$ cat src/common/ser_wb_pkg.sv
`default_nettype none

package ser_wb_pkg;

  // Byte and bus widths
  localparam int DATA_W = 8;
  localparam int ADR_W  = 4;

  // UART bit timing in clock cycles
  localparam int CLKS_PER_BIT = 16;
  localparam int BAUD_CNT_W   = $clog2(CLKS_PER_BIT);

  // Last count of a full bit and of half a bit
  localparam logic [BAUD_CNT_W-1:0] BAUD_LAST = BAUD_CNT_W'(CLKS_PER_BIT - 1);
  localparam logic [BAUD_CNT_W-1:0] BAUD_HALF = BAUD_CNT_W'(CLKS_PER_BIT / 2 - 1);

  // Command byte layout and write response
  localparam int                CMD_WRITE_BIT = 7;
  localparam logic [DATA_W-1:0] WR_ACK_BYTE   = 8'h01;

  typedef enum logic [2:0] {
    St_Idle,
    St_GetData,
    St_BusWait,
    St_Respond
  } ctrl_state_e;

endpackage

`default_nettype wire
$ cat src/ser_wb_top.sv
`timescale 1ns/1ps
`default_nettype none

module ser_wb_top (
  input  logic clk_i,
  input  logic rst_ni,
  input  logic rx_i,
  output logic tx_o
);

  logic [ser_wb_pkg::DATA_W-1:0] rx_byte;
  logic                          rx_valid;

  logic                          wb_we;
  logic [ser_wb_pkg::ADR_W-1:0]  wb_adr;
  logic [ser_wb_pkg::DATA_W-1:0] wb_dat_w;
  logic [ser_wb_pkg::DATA_W-1:0] wb_dat_r;
  logic                          wb_stb;
  logic                          wb_ack;

  logic [ser_wb_pkg::DATA_W-1:0] tx_byte;
  logic                          tx_start;
  logic                          tx_busy;

  uart_rx u_rx (
    .clk_i      (clk_i),
    .rst_ni     (rst_ni),
    .rx_i       (rx_i),
    .rx_byte_o  (rx_byte),
    .rx_valid_o (rx_valid)
  );

  ser_wb_ctrl u_ctrl (
    .clk_i      (clk_i),
    .rst_ni     (rst_ni),
    .rx_byte_i  (rx_byte),
    .rx_valid_i (rx_valid),
    .wb_we_o    (wb_we),
    .wb_adr_o   (wb_adr),
    .wb_dat_o   (wb_dat_w),
    .wb_stb_o   (wb_stb),
    .wb_dat_i   (wb_dat_r),
    .wb_ack_i   (wb_ack),
    .tx_busy_i  (tx_busy),
    .tx_byte_o  (tx_byte),
    .tx_start_o (tx_start)
  );

  wb_regfile u_regs (
    .clk_i    (clk_i),
    .rst_ni   (rst_ni),
    .wb_we_i  (wb_we),
    .wb_adr_i (wb_adr),
    .wb_dat_i (wb_dat_w),
    .wb_stb_i (wb_stb),
    .wb_dat_o (wb_dat_r),
    .wb_ack_o (wb_ack)
  );

  uart_tx u_tx (
    .clk_i      (clk_i),
    .rst_ni     (rst_ni),
    .tx_start_i (tx_start),
    .tx_byte_i  (tx_byte),
    .tx_o       (tx_o),
    .tx_busy_o  (tx_busy)
  );

endmodule

`default_nettype wire

$ cat src/wb_regfile.sv
`timescale 1ns/1ps
`default_nettype none

module wb_regfile (
  input  logic                          clk_i,
  input  logic                          rst_ni,
  input  logic                          wb_we_i,
  input  logic [ser_wb_pkg::ADR_W-1:0]  wb_adr_i,
  input  logic [ser_wb_pkg::DATA_W-1:0] wb_dat_i,
  input  logic                          wb_stb_i,
  output logic [ser_wb_pkg::DATA_W-1:0] wb_dat_o,
  output logic                          wb_ack_o
);

  logic [ser_wb_pkg::DATA_W-1:0] regs_q [2**ser_wb_pkg::ADR_W];
  logic [ser_wb_pkg::DATA_W-1:0] dat_q;
  logic                          ack_q;
  logic                          access;

  // First strobe cycle of a transfer
  assign access = wb_stb_i && !ack_q;

  always_ff @(posedge clk_i) begin
    if (!rst_ni) begin
      for (int i = 0; i < 2**ser_wb_pkg::ADR_W; i++) begin
        regs_q[i] <= '0;
      end
      ack_q <= 1'b0;
    end else begin
      ack_q <= access;
      if (access && wb_we_i) begin
        regs_q[wb_adr_i] <= wb_dat_i;
      end
    end
  end

  always_ff @(posedge clk_i) begin
    if (access) begin
      dat_q <= regs_q[wb_adr_i];
    end
  end

  assign wb_dat_o = dat_q;
  assign wb_ack_o = ack_q;

endmodule

`default_nettype wire

$ cat src/ser_wb_ctrl.sv
`timescale 1ns/1ps
`default_nettype none

module ser_wb_ctrl (
  input  logic                          clk_i,
  input  logic                          rst_ni,

  // Bytes from the receiver
  input  logic [ser_wb_pkg::DATA_W-1:0] rx_byte_i,
  input  logic                          rx_valid_i,

  // Wishbone classic master
  output logic                          wb_we_o,
  output logic [ser_wb_pkg::ADR_W-1:0]  wb_adr_o,
  output logic [ser_wb_pkg::DATA_W-1:0] wb_dat_o,
  output logic                          wb_stb_o,
  input  logic [ser_wb_pkg::DATA_W-1:0] wb_dat_i,
  input  logic                          wb_ack_i,

  // Response to the transmitter
  input  logic                          tx_busy_i,
  output logic [ser_wb_pkg::DATA_W-1:0] tx_byte_o,
  output logic                          tx_start_o
);

  ser_wb_pkg::ctrl_state_e state_q, state_d;

  logic                          stb_q, stb_d;
  logic                          we_q, we_d;
  logic [ser_wb_pkg::ADR_W-1:0]  adr_q, adr_d;
  logic [ser_wb_pkg::DATA_W-1:0] dat_q, dat_d;
  logic [ser_wb_pkg::DATA_W-1:0] resp_q, resp_d;

  always_ff @(posedge clk_i) begin
    if (!rst_ni) begin
      state_q <= ser_wb_pkg::St_Idle;
      stb_q   <= 1'b0;
      we_q    <= 1'b0;
    end else begin
      state_q <= state_d;
      stb_q   <= stb_d;
      we_q    <= we_d;
    end
  end

  always_ff @(posedge clk_i) begin
    adr_q  <= adr_d;
    dat_q  <= dat_d;
    resp_q <= resp_d;
  end

  always_comb begin
    state_d    = state_q;
    stb_d      = stb_q;
    we_d       = we_q;
    adr_d      = adr_q;
    dat_d      = dat_q;
    resp_d     = resp_q;
    tx_start_o = 1'b0;

    unique case (state_q)
      ser_wb_pkg::St_Idle: begin
        // Command byte, bits 6:4 are don't care
        if (rx_valid_i) begin
          adr_d = rx_byte_i[ser_wb_pkg::ADR_W-1:0];
          we_d  = rx_byte_i[ser_wb_pkg::CMD_WRITE_BIT];
          if (rx_byte_i[ser_wb_pkg::CMD_WRITE_BIT]) begin
            state_d = ser_wb_pkg::St_GetData;
          end else begin
            stb_d   = 1'b1;
            state_d = ser_wb_pkg::St_BusWait;
          end
        end
      end
      ser_wb_pkg::St_GetData: begin
        if (rx_valid_i) begin
          dat_d   = rx_byte_i;
          stb_d   = 1'b1;
          state_d = ser_wb_pkg::St_BusWait;
        end
      end
      ser_wb_pkg::St_BusWait: begin
        if (wb_ack_i) begin
          stb_d   = 1'b0;
          resp_d  = we_q ? ser_wb_pkg::WR_ACK_BYTE : wb_dat_i;
          state_d = ser_wb_pkg::St_Respond;
        end
      end
      ser_wb_pkg::St_Respond: begin
        // Hold the response until the transmitter is free
        if (!tx_busy_i) begin
          tx_start_o = 1'b1;
          state_d    = ser_wb_pkg::St_Idle;
        end
      end
      default: state_d = ser_wb_pkg::St_Idle;
    endcase
  end

  assign wb_stb_o  = stb_q;
  assign wb_we_o   = we_q;
  assign wb_adr_o  = adr_q;
  assign wb_dat_o  = dat_q;
  assign tx_byte_o = resp_q;

endmodule

`default_nettype wire

$ cat src/uart/uart_tx.sv
`timescale 1ns/1ps
`default_nettype none

module uart_tx (
  input  logic                          clk_i,
  input  logic                          rst_ni,
  input  logic                          tx_start_i,
  input  logic [ser_wb_pkg::DATA_W-1:0] tx_byte_i,
  output logic                          tx_o,
  output logic                          tx_busy_o
);

  // Start bit, eight data bits and stop bit
  logic [ser_wb_pkg::DATA_W+1:0]     frame_q;
  logic [ser_wb_pkg::BAUD_CNT_W-1:0] cnt_q;
  logic [3:0]                        bit_cnt_q;
  logic                              busy_q;

  always_ff @(posedge clk_i) begin
    if (!rst_ni) begin
      frame_q   <= '1;
      cnt_q     <= '0;
      bit_cnt_q <= '0;
      busy_q    <= 1'b0;
    end else if (!busy_q) begin
      if (tx_start_i) begin
        frame_q   <= {1'b1, tx_byte_i, 1'b0};
        cnt_q     <= '0;
        bit_cnt_q <= '0;
        busy_q    <= 1'b1;
      end
    end else if (cnt_q == ser_wb_pkg::BAUD_LAST) begin
      cnt_q <= '0;
      // Shift in idle level behind the frame
      frame_q <= {1'b1, frame_q[ser_wb_pkg::DATA_W+1:1]};
      if (bit_cnt_q == 4'd9) begin
        busy_q <= 1'b0;
      end else begin
        bit_cnt_q <= bit_cnt_q + 1'b1;
      end
    end else begin
      cnt_q <= cnt_q + 1'b1;
    end
  end

  // Line is the frame LSB, all ones when idle
  assign tx_o      = frame_q[0];
  assign tx_busy_o = busy_q;

endmodule

`default_nettype wire

$ cat src/uart/uart_rx.sv
`timescale 1ns/1ps
`default_nettype none

module uart_rx (
  input  logic                          clk_i,
  input  logic                          rst_ni,
  input  logic                          rx_i,
  output logic [ser_wb_pkg::DATA_W-1:0] rx_byte_o,
  output logic                          rx_valid_o
);

  typedef enum logic [1:0] {
    Rx_Idle,
    Rx_Start,
    Rx_Data,
    Rx_Stop
  } rx_state_e;

  rx_state_e                           state_q;
  logic [1:0]                          sync_q;
  logic                                rx_prev_q;
  logic [ser_wb_pkg::BAUD_CNT_W-1:0]   cnt_q;
  logic [2:0]                          bit_idx_q;
  logic [ser_wb_pkg::DATA_W-1:0]       shift_q;
  logic                                valid_q;
  logic                                rx_s;

  // Synchronized line level
  assign rx_s = sync_q[1];

  always_ff @(posedge clk_i) begin
    if (!rst_ni) begin
      sync_q    <= 2'b11;
      rx_prev_q <= 1'b1;
      state_q   <= Rx_Idle;
      cnt_q     <= '0;
      bit_idx_q <= '0;
      valid_q   <= 1'b0;
    end else begin
      sync_q    <= {sync_q[0], rx_i};
      rx_prev_q <= rx_s;
      valid_q   <= 1'b0;
      unique case (state_q)
        Rx_Idle: begin
          // Falling edge marks a start bit
          if (rx_prev_q && !rx_s) begin
            state_q <= Rx_Start;
            cnt_q   <= '0;
          end
        end
        Rx_Start: begin
          if (cnt_q == ser_wb_pkg::BAUD_HALF) begin
            cnt_q     <= '0;
            bit_idx_q <= '0;
            // Glitch if the line is back high at mid-bit
            state_q   <= rx_s ? Rx_Idle : Rx_Data;
          end else begin
            cnt_q <= cnt_q + 1'b1;
          end
        end
        Rx_Data: begin
          if (cnt_q == ser_wb_pkg::BAUD_LAST) begin
            cnt_q <= '0;
            if (bit_idx_q == 3'd7) begin
              state_q <= Rx_Stop;
            end else begin
              bit_idx_q <= bit_idx_q + 1'b1;
            end
          end else begin
            cnt_q <= cnt_q + 1'b1;
          end
        end
        Rx_Stop: begin
          if (cnt_q == ser_wb_pkg::BAUD_LAST) begin
            state_q <= Rx_Idle;
            // Low stop bit drops the frame
            valid_q <= rx_s;
          end else begin
            cnt_q <= cnt_q + 1'b1;
          end
        end
        default: state_q <= Rx_Idle;
      endcase
    end
  end

  // Data bits arrive LSB first
  always_ff @(posedge clk_i) begin
    if (state_q == Rx_Data && cnt_q == ser_wb_pkg::BAUD_LAST) begin
      shift_q <= {rx_s, shift_q[ser_wb_pkg::DATA_W-1:1]};
    end
  end

  assign rx_byte_o  = shift_q;
  assign rx_valid_o = valid_q;

endmodule

`default_nettype wire

$ cat config.mk
export PLATFORM = sky130hd
export DESIGN_NAME = ser_wb_top
export DESIGN_NICKNAME = d
export VERILOG_FILES = /design/src/common/ser_wb_pkg.sv /design/src/ser_wb_top.sv /design/src/wb_regfile.sv /design/src/ser_wb_ctrl.sv /design/src/uart/uart_tx.sv /design/src/uart/uart_rx.sv
export SDC_FILE = /design/constraint.sdc
export NUM_CORES = 1
export LEC_CHECK = 0
export BUFFER_PORTS_ARGS = -buffer_cell sky130_fd_sc_hd__buf_2
export CAP_MARGIN = 10
export CORE_ASPECT_RATIO = 1.1
export CORE_MARGIN = 2
export CORE_UTILIZATION = 42
export DETAILED_ROUTE_END_ITERATION = 16
export MAX_ROUTING_LAYER = met4
export PLACE_DENSITY = 0.55
export SLEW_MARGIN = 0
export SYNTH_ARGS = -nofsm -noshare
export SYNTH_HDL_FRONTEND = slang
export SYNTH_SLANG_ARGS = --single-unit
$ cat constraint.sdc
create_clock -name clk_i -period 2.85 [get_ports clk_i]
set_clock_uncertainty 0.05 [all_clocks]
set_input_delay 0.285 -clock clk_i [delete_from_list [all_inputs] [get_ports clk_i]]
set_output_delay 0.285 -clock clk_i [all_outputs]
set_load 0.02 [all_outputs]
Yosys cells after proc, flatten, opt, wreduce, memory -nomap -nowiden

Memory sizes are Yosys's and may differ from the RTL's. A register that Yosys moved wholly into a read port is not among the register bits.
Index checks and enable logic that the tools add are counted.

Register bits after elaboration: 66
Bits in writable memories: 128
Input port bits: 3
Output and inout port bits: 1
Memories: 1

Memory list:

| memory        | depth | width | read ports | clocked after Yosys merged registers in | wr ports | line             | text |
|---|---|---|---|---|---|---|---|
| u_regs.regs_q | 16    | 8     | 1          | 1                                       | 16       | wb_regfile.sv:15 | `logic [ser_wb_pkg::DATA_W-1:0] regs_q [2**ser_wb_pkg::ADR_W];` |

$add $sub $neg: 4
Eq/ne operators: 25
Mux-type cells: 49
Reduce and logical (&&, ||, !) cells: 23

Operator list:

| kind                                           | number |
|---|---|
| two-way mux 4 bit                              | 11 |
| two-way mux 10 bit                             | 3 |
| two-way mux 3 bit                              | 7 |
| != test 2 bit (second input constant)          | 8 |
| one-hot mux 4 bit (4 select lines)             | 1 |
| two-way mux 1 bit                              | 15 |
| two-way mux 2 bit                              | 7 |
| adder 4 x 1 -> 4 bit (second input constant)   | 3 |
| == test 4 bit (second input constant)          | 3 |
| != test 2 x 1 -> 1 bit (second input constant) | 6 |
| one-hot mux 3 bit (4 select lines)             | 1 |
| AND reduction 2 bit                            | 5 |
| AND reduction 5 bit                            | 2 |
| two-way mux 8 bit                              | 1 |
| one-hot mux 2 bit (4 select lines)             | 1 |
| AND reduction 4 bit                            | 2 |
| OR reduction 8 bit                             | 1 |
| == test 3 x 2 -> 1 bit (second input constant) | 2 |
| one-hot mux 3 bit (2 select lines)             | 1 |
| AND reduction 3 bit                            | 2 |
| == test 2 bit (second input constant)          | 2 |
| == test 4 x 3 -> 1 bit (second input constant) | 1 |
| logical AND 1 bit                              | 4 |
| nonzero test 2 bit                             | 2 |
| other kinds (9)                                | 10 |

Logic depth before layout (Yosys ltp)

Gate-level depths: netlist of run 1.

Depth after elaboration: 8
Mapped depth: 6
Gate-level depth less buffers: 6

Modules after synthesis

Synthesis of run 1 repeated with hierarchy kept, for this count alone.

Cells, all modules: 658
Area total of the unflattened synthesis: 8750.9 um^2

Modules (own cells, without submodules):

| module      | times used | cells an instance | area an instance (um^2) | sequential area each (um^2) |
|---|---|---|---|---|
| wb_regfile  | 1          | 414               | 5987.0                  | 4103.9 |
| ser_wb_ctrl | 1          | 65                | 965.9                   | 680.7 |
| uart_tx     | 1          | 103               | 899.6                   | 360.3 |
| uart_rx     | 1          | 76                | 898.4                   | 500.5 |

Worst setup path before layout of run 1

No wires, ideal clock.

Kind: reg-to-reg
From: reg u_ctrl.we_q, in the netlist u_ctrl.wb_we_o
To: mem u_regs.regs_q[12][0] in the netlist's numbering, enable pin
Setup time: 0.384 ns
Arrival time: 1.668 ns
Path slack: 0.748 ns
Stages on the path, launching flop included: 5
Buffers on the path: 1
Clock period less this slack: 2.102 ns
Path through: dfxtp_1 nand4b_2 or3_1 buf_6 o21ai_0

RTL lines:

| element                  | line              | text |
|---|---|---|
| start: declaration       | ser_wb_ctrl.sv:29 | `logic we_q, we_d;` |
| start signal: assignment | ser_wb_ctrl.sv:42 | `we_q <= we_d;` |
| end: declaration         | wb_regfile.sv:15  |  |

==> flow_summary.yaml, run 1 <==
status:
  run_status: "complete, no violations"
setup_path:
  cp-start-kind: "register"
  worst-endpoint-required_ns: 2.94
  critPathArrivalTime_ns: 2.36
  setup.worst_path.end_class: "register"
  critPathMaxStageDelay_ns: 0.71
  timing.critical_path.buf_inv: 1
  cell_with_the_biggest_individual_delay_on_the_critical_path: "sky130_fd_sc_hd__edfxtp_1"
  timing_worst_setup_path_type: "register to register"
  startpoint_of_the_most_critical_register_to_register_path: "u_ctrl.wb_adr_o[1]"
  gate_family_responsible_for_the_most_delay_along_the_worst_path: "flip-flops"
  worst_setup_path_startpoint: "u_ctrl.wb_adr_o[1]"
  worstPathMaxFanout: 18
  timing.critical_path.cells: "or3_1, o21ai_0, buf_4"
pwr:
  irDropWorstVdd_v: 0.000417
  power_density_nw_per_um2: 606
  static-leakage-power_nw: 3.33
min_path:
  hold_path.startpoint: "rst_ni"
  holdCritPathClass: "input port to register"
layout:
  finish.net_count: 691
  area_growth_pct: 11.1
  finalNonFillerCells: 946
  fin_util_pct: 47.2
  fin_area_um2: 9610
  antenna_cells_inserted: 0
  drive_above_1_share_pct: 14.1
routing:
  drtAntennaViolNets: 0
  detail_route.wirelength_um: 18800
  drtIter0Drc: 380
  routed_via_density: 5.44
  drt_first_pass_iters: 4
  drc: 0
  dr_total_vias: 5143
  drt-wirelength-per-cell_um: 19.8
yosys:
  synth_area_leaders: "sky130_fd_sc_hd__edfxtp_1 57%, sky130_fd_sc_hd__dfxtp_1 8.3%, sky130_fd_sc_hd__nor2_1 6.4%"
  asyncSetResetFlopFracSynth_pct: 0
  post-synth-top-area-cell: "sky130_fd_sc_hd__edfxtp_1"
  yosys_most_used_dff: "sky130_fd_sc_hd__edfxtp_1"
  synth_top_cell_area_share_pct: 56.9
  syn_nets: 669
  synthDistinctLibCells: 51
  syn_area_um2: 8650
  ys_seq_area_share_pct: 65.3
  syn-mean-instance-area_um2: 13.2
  synth-warning-count: 0
  yosys_register_bits: 200
  synth_edf_count: 164
  synthesis.instances: 655
clock_tree:
  cts_tree: "built"
  tritoncts_num_sinks: 200
  post-cts-setup-buffers: 0
  clock_path_buffers: 2
  root_buffer: "sky130_fd_sc_hd__clkbuf_16"
  worstSkewPairLatency_ns: 0.44
  numCtsBuffers: 17
  htree_levels: 4
  clk_pin_slew_ns: 0.08
job:
  max_cap_violations: 0
timing:
  measured_slew_at_the_worst_slew_check_pin_ns: 0.758
  finalWorstSetupSlack_ns: 0.580
  drv_slew: 0
  max-slew-margin-rel_pct: 49.5
  setup_viol_count_final: 0
  timing.setup.tns_ns: 0
  timing.final.crit_share_pct: 79.7
  unrepaired_setup_endpoints_after_global_routing: "no"
  maxClockFrequency_ghz: 0.441
  period_needed_ns: 2.27
  hold_viol_final: 0
global_route:
  via_count_of_the_first_global_routing_pass: 5314
  groute.usage.overall_pct: 18.9
  grt_max_degree: 35
  globalRouteOverflowTotal: 0
  antenna_found_initial: 0
  grt_first_pass_wirelength_um: 29600
floorplan:
  die_width_um: 141
  dieArea_um2: 21800
  coreArea_um2: 20400
  height_of_the_die_um: 155
  placement_rows: 55
  boundaryPins: 4
  floorplan.initialDensity_pct: 42.5
placement:
  dp_worst_setup_slack_ns: 0.570
  placed_cells_incl_taps: 913
  gp_routability_congestion: 0.798
  numPortBuffers: 3
  dp_hpwl_um: 12400
  placedInstanceArea_um2: 9010
[cell usage in the layout (no fill, tap or decap), types with 3 or more instances in the layout]
| cell | instances |
|---|---|
| sky130_fd_sc_hd__nor2b_1 | 8 |
| sky130_fd_sc_hd__mux4_2 | 19 |
| sky130_fd_sc_hd__nand2_1 | 57 |
| sky130_fd_sc_hd__inv_6 | 5 |
| sky130_fd_sc_hd__a211oi_1 | 11 |
| sky130_fd_sc_hd__ha_1 | 11 |
| sky130_fd_sc_hd__mux4_1 | 13 |
| sky130_fd_sc_hd__or3_1 | 5 |
| sky130_fd_sc_hd__edfxtp_1 | 164 |
| sky130_fd_sc_hd__clkbuf_16 | 19 |
| sky130_fd_sc_hd__nor3_1 | 3 |
| sky130_fd_sc_hd__and4_1 | 3 |
| sky130_fd_sc_hd__a22oi_1 | 18 |
| sky130_fd_sc_hd__o21ai_0 | 26 |
| sky130_fd_sc_hd__nand3_1 | 7 |
| sky130_fd_sc_hd__and2_1 | 13 |
| sky130_fd_sc_hd__dfxtp_1 | 36 |
| sky130_fd_sc_hd__and2b_1 | 5 |
| sky130_fd_sc_hd__buf_2 | 3 |
| sky130_fd_sc_hd__nand2b_1 | 9 |
| sky130_fd_sc_hd__nor2_1 | 148 |
| sky130_fd_sc_hd__inv_1 | 11 |
| sky130_fd_sc_hd__or2_2 | 4 |
| sky130_fd_sc_hd__buf_4 | 34 |
| sky130_fd_sc_hd__a21oi_1 | 17 |
[state kept, by name (all words and copies together) (netlist names), 2 cells and up, named ones only]
name / cells
u_tx.bit_cnt_q: 4
u_tx.frame_q: 9
u_rx.bit_idx_q: 3
u_rx.cnt_q: 4
u_ctrl.state_q: 2
u_regs.wb_dat_o: 8
u_rx.rx_byte_o: 8
u_rx.sync_q: 2
u_ctrl.wb_adr_o: 4
u_ctrl.tx_byte_o: 8
u_regs.regs_q: 128
u_ctrl.wb_dat_o: 8
u_tx.cnt_q: 4
[worst reg2reg max path, cell delays in order, from the launching register on]
cell	delay, ns
sky130_fd_sc_hd__edfxtp_1	0.71
sky130_fd_sc_hd__or3_1	0.71
sky130_fd_sc_hd__o21ai_0	0.27
sky130_fd_sc_hd__buf_4	0.23
[final timing paths]
check / slack (ns) / to / depth (start not counted)
max: 0.58 / u_regs.regs_q[0][7] / 3
min: 0.30 / u_tx.frame_q[8] / 3
max reg2reg: 0.58 / u_regs.regs_q[0][7] / 3
min reg2reg: 0.36 / u_rx.sync_q[1] / 1
[cells by family (layout without fill, tap and decap cells)]
| kind of cell | Yosys count | after routing | share of synthesized area, % |
|---|---|---|---|
| DFF | 200 | 200 | 65.3 |
| adders and majority gates | 11 | 11 | 1.59 |
| buffers and inverters | 48 | 83 | 3.36 |
| xor gates and xnor gates | 2 | 2 | 0.203 |
| and+or+nand+nor | 275 | 275 | 14.2 |
| muxes | 33 | 33 | 9.01 |
| AOI/OAI and AO/OA | 86 | 86 | 6.34 |
[synthesized netlist by cell type (3+ instances only)]
| cell type | instances |
|---|---|
| sky130_fd_sc_hd__mux4_2 | 19 |
| sky130_fd_sc_hd__buf_6 | 10 |
| sky130_fd_sc_hd__or2_2 | 4 |
| sky130_fd_sc_hd__buf_2 | 9 |
| sky130_fd_sc_hd__nand3_1 | 7 |
| sky130_fd_sc_hd__nand2_1 | 57 |
| sky130_fd_sc_hd__nor2_1 | 148 |
| sky130_fd_sc_hd__nor2b_1 | 8 |
| sky130_fd_sc_hd__dfxtp_1 | 36 |
| sky130_fd_sc_hd__clkbuf_1 | 13 |
| sky130_fd_sc_hd__ha_1 | 11 |
| sky130_fd_sc_hd__and2_1 | 13 |
| sky130_fd_sc_hd__a22oi_1 | 18 |
| sky130_fd_sc_hd__a21oi_1 | 17 |
| sky130_fd_sc_hd__inv_1 | 11 |
| sky130_fd_sc_hd__nand2b_1 | 9 |
| sky130_fd_sc_hd__a211oi_1 | 11 |
| sky130_fd_sc_hd__or3_1 | 5 |
| sky130_fd_sc_hd__mux4_1 | 13 |
| sky130_fd_sc_hd__and4_1 | 3 |
| sky130_fd_sc_hd__nor3_1 | 3 |
| sky130_fd_sc_hd__and2b_1 | 5 |
| sky130_fd_sc_hd__edfxtp_1 | 164 |
| sky130_fd_sc_hd__o21ai_0 | 26 |
[power by group]
| part | internal, W | total [W] | switching [W] | leakage (nW) |
|---|---|---|---|---|
| Clock | 0.00128 | 0.00238 | 0.00110 | 0.287 |
| Combinational | 0.0000750 | 0.000185 | 0.000110 | 1.11 |
| Sequential | 0.00323 | 0.00326 | 0.0000332 | 1.94 |
[metal layers]
layer  GRT usage (%)  vias to the layer above  wire length, µm
met2            31.4                      125             9560
li1                -                     2437                -
met3            3.59                       24              923
met1            23.4                     2557             7870
met4            6.57                        0              419
met5               -                        -                0
[through the flow]
| stage | hold slack, ns | power (W) |
|---|---|---|
| detailed placement | 0.348 | 0.00351 |
| finish | 0.301 | 0.00583 |
| global route | 0.318 | 0.00602 |
| floorplan | 0.308 | 0.00344 |
| global placement | 0.348 | 0.00350 |
| CTS | 0.276 | 0.00588 |
[timing repair]
item                       4_1_cts  5_1_grt
hold buffers                     1        0
resized for setup                0        0
setup endpoints to repair        0        0
hold endpoints to repair         1        0
[cell type report]
type                       count  area (µm²)
tap                          256         320
multi-input combinational    407        2710
clock buffer                  22         507
inverter                      12        45.0
clock inverter                10        75.1
sequential                   200        5650
fill                        1801       10800
timing repair buffer          39         300
Power figures use the tool's default switching activity.
==> inputs of run 2 (changes only) <==
clock period = 2.3 ns   (was 2.85 ns; I/O delays follow)
==> flow_summary.yaml, run 2 (synthesized netlist as in run 1, its figures left out) <==
timing:
  maxClockFrequency_ghz: 0.503
  setup_viol_count_final: 0
  max-slew-margin-rel_pct: 41.2
  measured_slew_at_the_worst_slew_check_pin_ns: 0.880
  period_needed_ns: 1.99
  timing.final.crit_share_pct: 86.4
  whs_ns: 0.236
  unrepaired_setup_endpoints_after_global_routing: "no"
  timing.setup.tns_ns: 0
  drv_slew: 0
  hold_viol_final: 0
setup_path:
  worst-endpoint-required_ns: 2.39
  endpoint: "u_regs.regs_q[0][5]"
  critPathMaxStageDelay_ns: 0.55
  r2r_setup_slack_ns: 0.31
  gate_family_responsible_for_the_most_delay_along_the_worst_path: "simple AND/OR/NAND/NOR gates"
  setup.worst_path.end_class: "register"
  critPathArrivalTime_ns: 2.08
  cp-start-kind: "register"
  timing.critical_path.buf_inv: 2
  worstPathMaxFanout: 28
  reg2reg_depth: 4
  cell_with_the_biggest_individual_delay_on_the_critical_path: "sky130_fd_sc_hd__or3_1"
  worst_setup_path_startpoint: "u_ctrl.wb_adr_o[0]"
  r2r_end: "u_regs.regs_q[0][5]"
  startpoint_of_the_most_critical_register_to_register_path: "u_ctrl.wb_adr_o[0]"
  critical_path_cell_count: 4
  timing.critical_path.cells: "buf_12, or3_1, o21ai_0, buf_4"
  timing_worst_setup_path_type: "register to register"
routing:
  drtIter0Drc: 441
  drtAntennaViolNets: 0
  routed_via_density: 5.48
  drt_first_pass_iters: 5
  drt-wirelength-per-cell_um: 20.2
  drc: 0
  dr_total_vias: 5233
  detail_route.wirelength_um: 19300
floorplan:
  height_of_the_die_um: 155
  boundaryPins: 4
  coreArea_um2: 20400
  dieArea_um2: 21800
  placement_rows: 55
  die_width_um: 141
  floorplan.initialDensity_pct: 42.5
layout:
  mostFrequentLayoutCell: "sky130_fd_sc_hd__edfxtp_1"
  commonest_cells_after_routing_fill_and_taps_aside: "164 x sky130_fd_sc_hd__edfxtp_1, 148 x sky130_fd_sc_hd__nor2_1, 57 x sky130_fd_sc_hd__nand2_1"
  largest_register_ff_count: 128
  drive_above_1_share_pct: 14.9
  area_growth_pct: 12.2
  largest_register: "u_regs.regs_q"
  reg_top3: "u_regs.regs_q: 128 flops, u_tx.frame_q: 9 flops"
  fin_area_um2: 9710
  finish.net_count: 700
  antenna_cells_inserted: 0
clock_tree:
  numCtsBuffers: 17
  clk_pin_slew_ns: 0.07
  cts_tree: "built"
  worstSkewPairLatency_ns: 0.44
  htree_levels: 4
  clock_path_buffers: 2
  tritoncts_num_sinks: 200
  cts_resized: 0
  root_buffer: "sky130_fd_sc_hd__clkbuf_16"
pwr:
  power_density_nw_per_um2: 748
  total_power_w: 0.00726
  irDropWorstVdd_v: 0.000472
  static-leakage-power_nw: 3.39
global_route:
  grt_max_degree: 35
  grt_first_pass_wirelength_um: 30600
  antenna_found_initial: 0
  groute.usage.overall_pct: 19.5
  globalRouteOverflowTotal: 0
  via_count_of_the_first_global_routing_pass: 5280
job:
  max_cap_violations: 0
status:
  run_status: "complete, no violations"
placement:
  placedInstanceArea_um2: 9090
  numPortBuffers: 3
  gp_routability_congestion: 0.784
  dp_hpwl_um: 12800
min_path:
  holdCritPathClass: "input port to register"
-- run 2: changes by cell type in the layout (fill, tap and decap cells not counted), sizes merged --
| cell | change |
|---|---|
| buf | +9 |
| clkbuf | +4 |
| inv | -4 |
| clkinv | +1 |
| clkinvlp | -1 |
-- run 2: layer usage --
metal  up-vias  track usage (%)  wire [µm]
met5         -                -          0
met4         0             6.05        289
met3        23             3.10        692
met2        97             31.8       9800
met1      2658             25.5       8510
li1       2455                -          -
-- run 2: area by class of cell --
class	instances	area, µm²
Inverter	12	45.0
Clock buffer	26	554
Clock inverter	6	47.5
Sequential cell	200	5650
Timing Repair Buffer	48	380
Multi-Input combinational cell	407	2710
Tap cell	256	320
Fill cell	1773	10700
-- run 2: metrics by stage --
stage	std cells	setup WS [ns]	util, %
global route	955	0.178	47.7
CTS	955	0.265	47.7
detailed placement	922	0.270	44.6
finish	955	0.312	47.7
floorplan	655	0.198	-
global placement	922	0.253	44.6
-- run 2: where the power goes --
| group | switching, W | leakage [nW] | internal, W |
|---|---|---|---|
| Combinational | 0.000145 | 1.16 | 0.0000971 |
| Sequential | 0.0000445 | 1.94 | 0.00400 |
| Clock | 0.00129 | 0.296 | 0.00168 |
-- run 2: worst min-delay path by stage --
stage / start / end / cells after the start / slack, ns
after floorplan: rst_ni / u_rx.sync_q[1] / 1 / 0.25
after CTS: rst_ni / u_tx.frame_q[8] / 3 / 0.22
after detailed placement: u_rx.sync_q[0] / u_rx.sync_q[1] / 1 / 0.35
after global routing: rst_ni / u_tx.frame_q[8] / 3 / 0.25
final: rst_ni / u_tx.frame_q[8] / 3 / 0.24
after global placement: u_rx.sync_q[0] / u_rx.sync_q[1] / 1 / 0.34
-- run 2: worst register-to-register path, delay by kind of cell, from the launching register on --
kind / cells / cell delay (ns)
and+or+nand+nor: 1 / 0.56
DFF: 1 / 0.44
buffers and inverters: 2 / 0.42
AOI/OAI and AO/OA: 1 / 0.23
-- run 2: repair_timing --
| item | in CTS | in global routing |
|---|---|---|
| setup buffers | 0 | 0 |
| hold buffers | 1 | 0 |
| endpoints found under the hold margin | 1 | 0 |
| setup endpoints to repair | 0 | 0 |
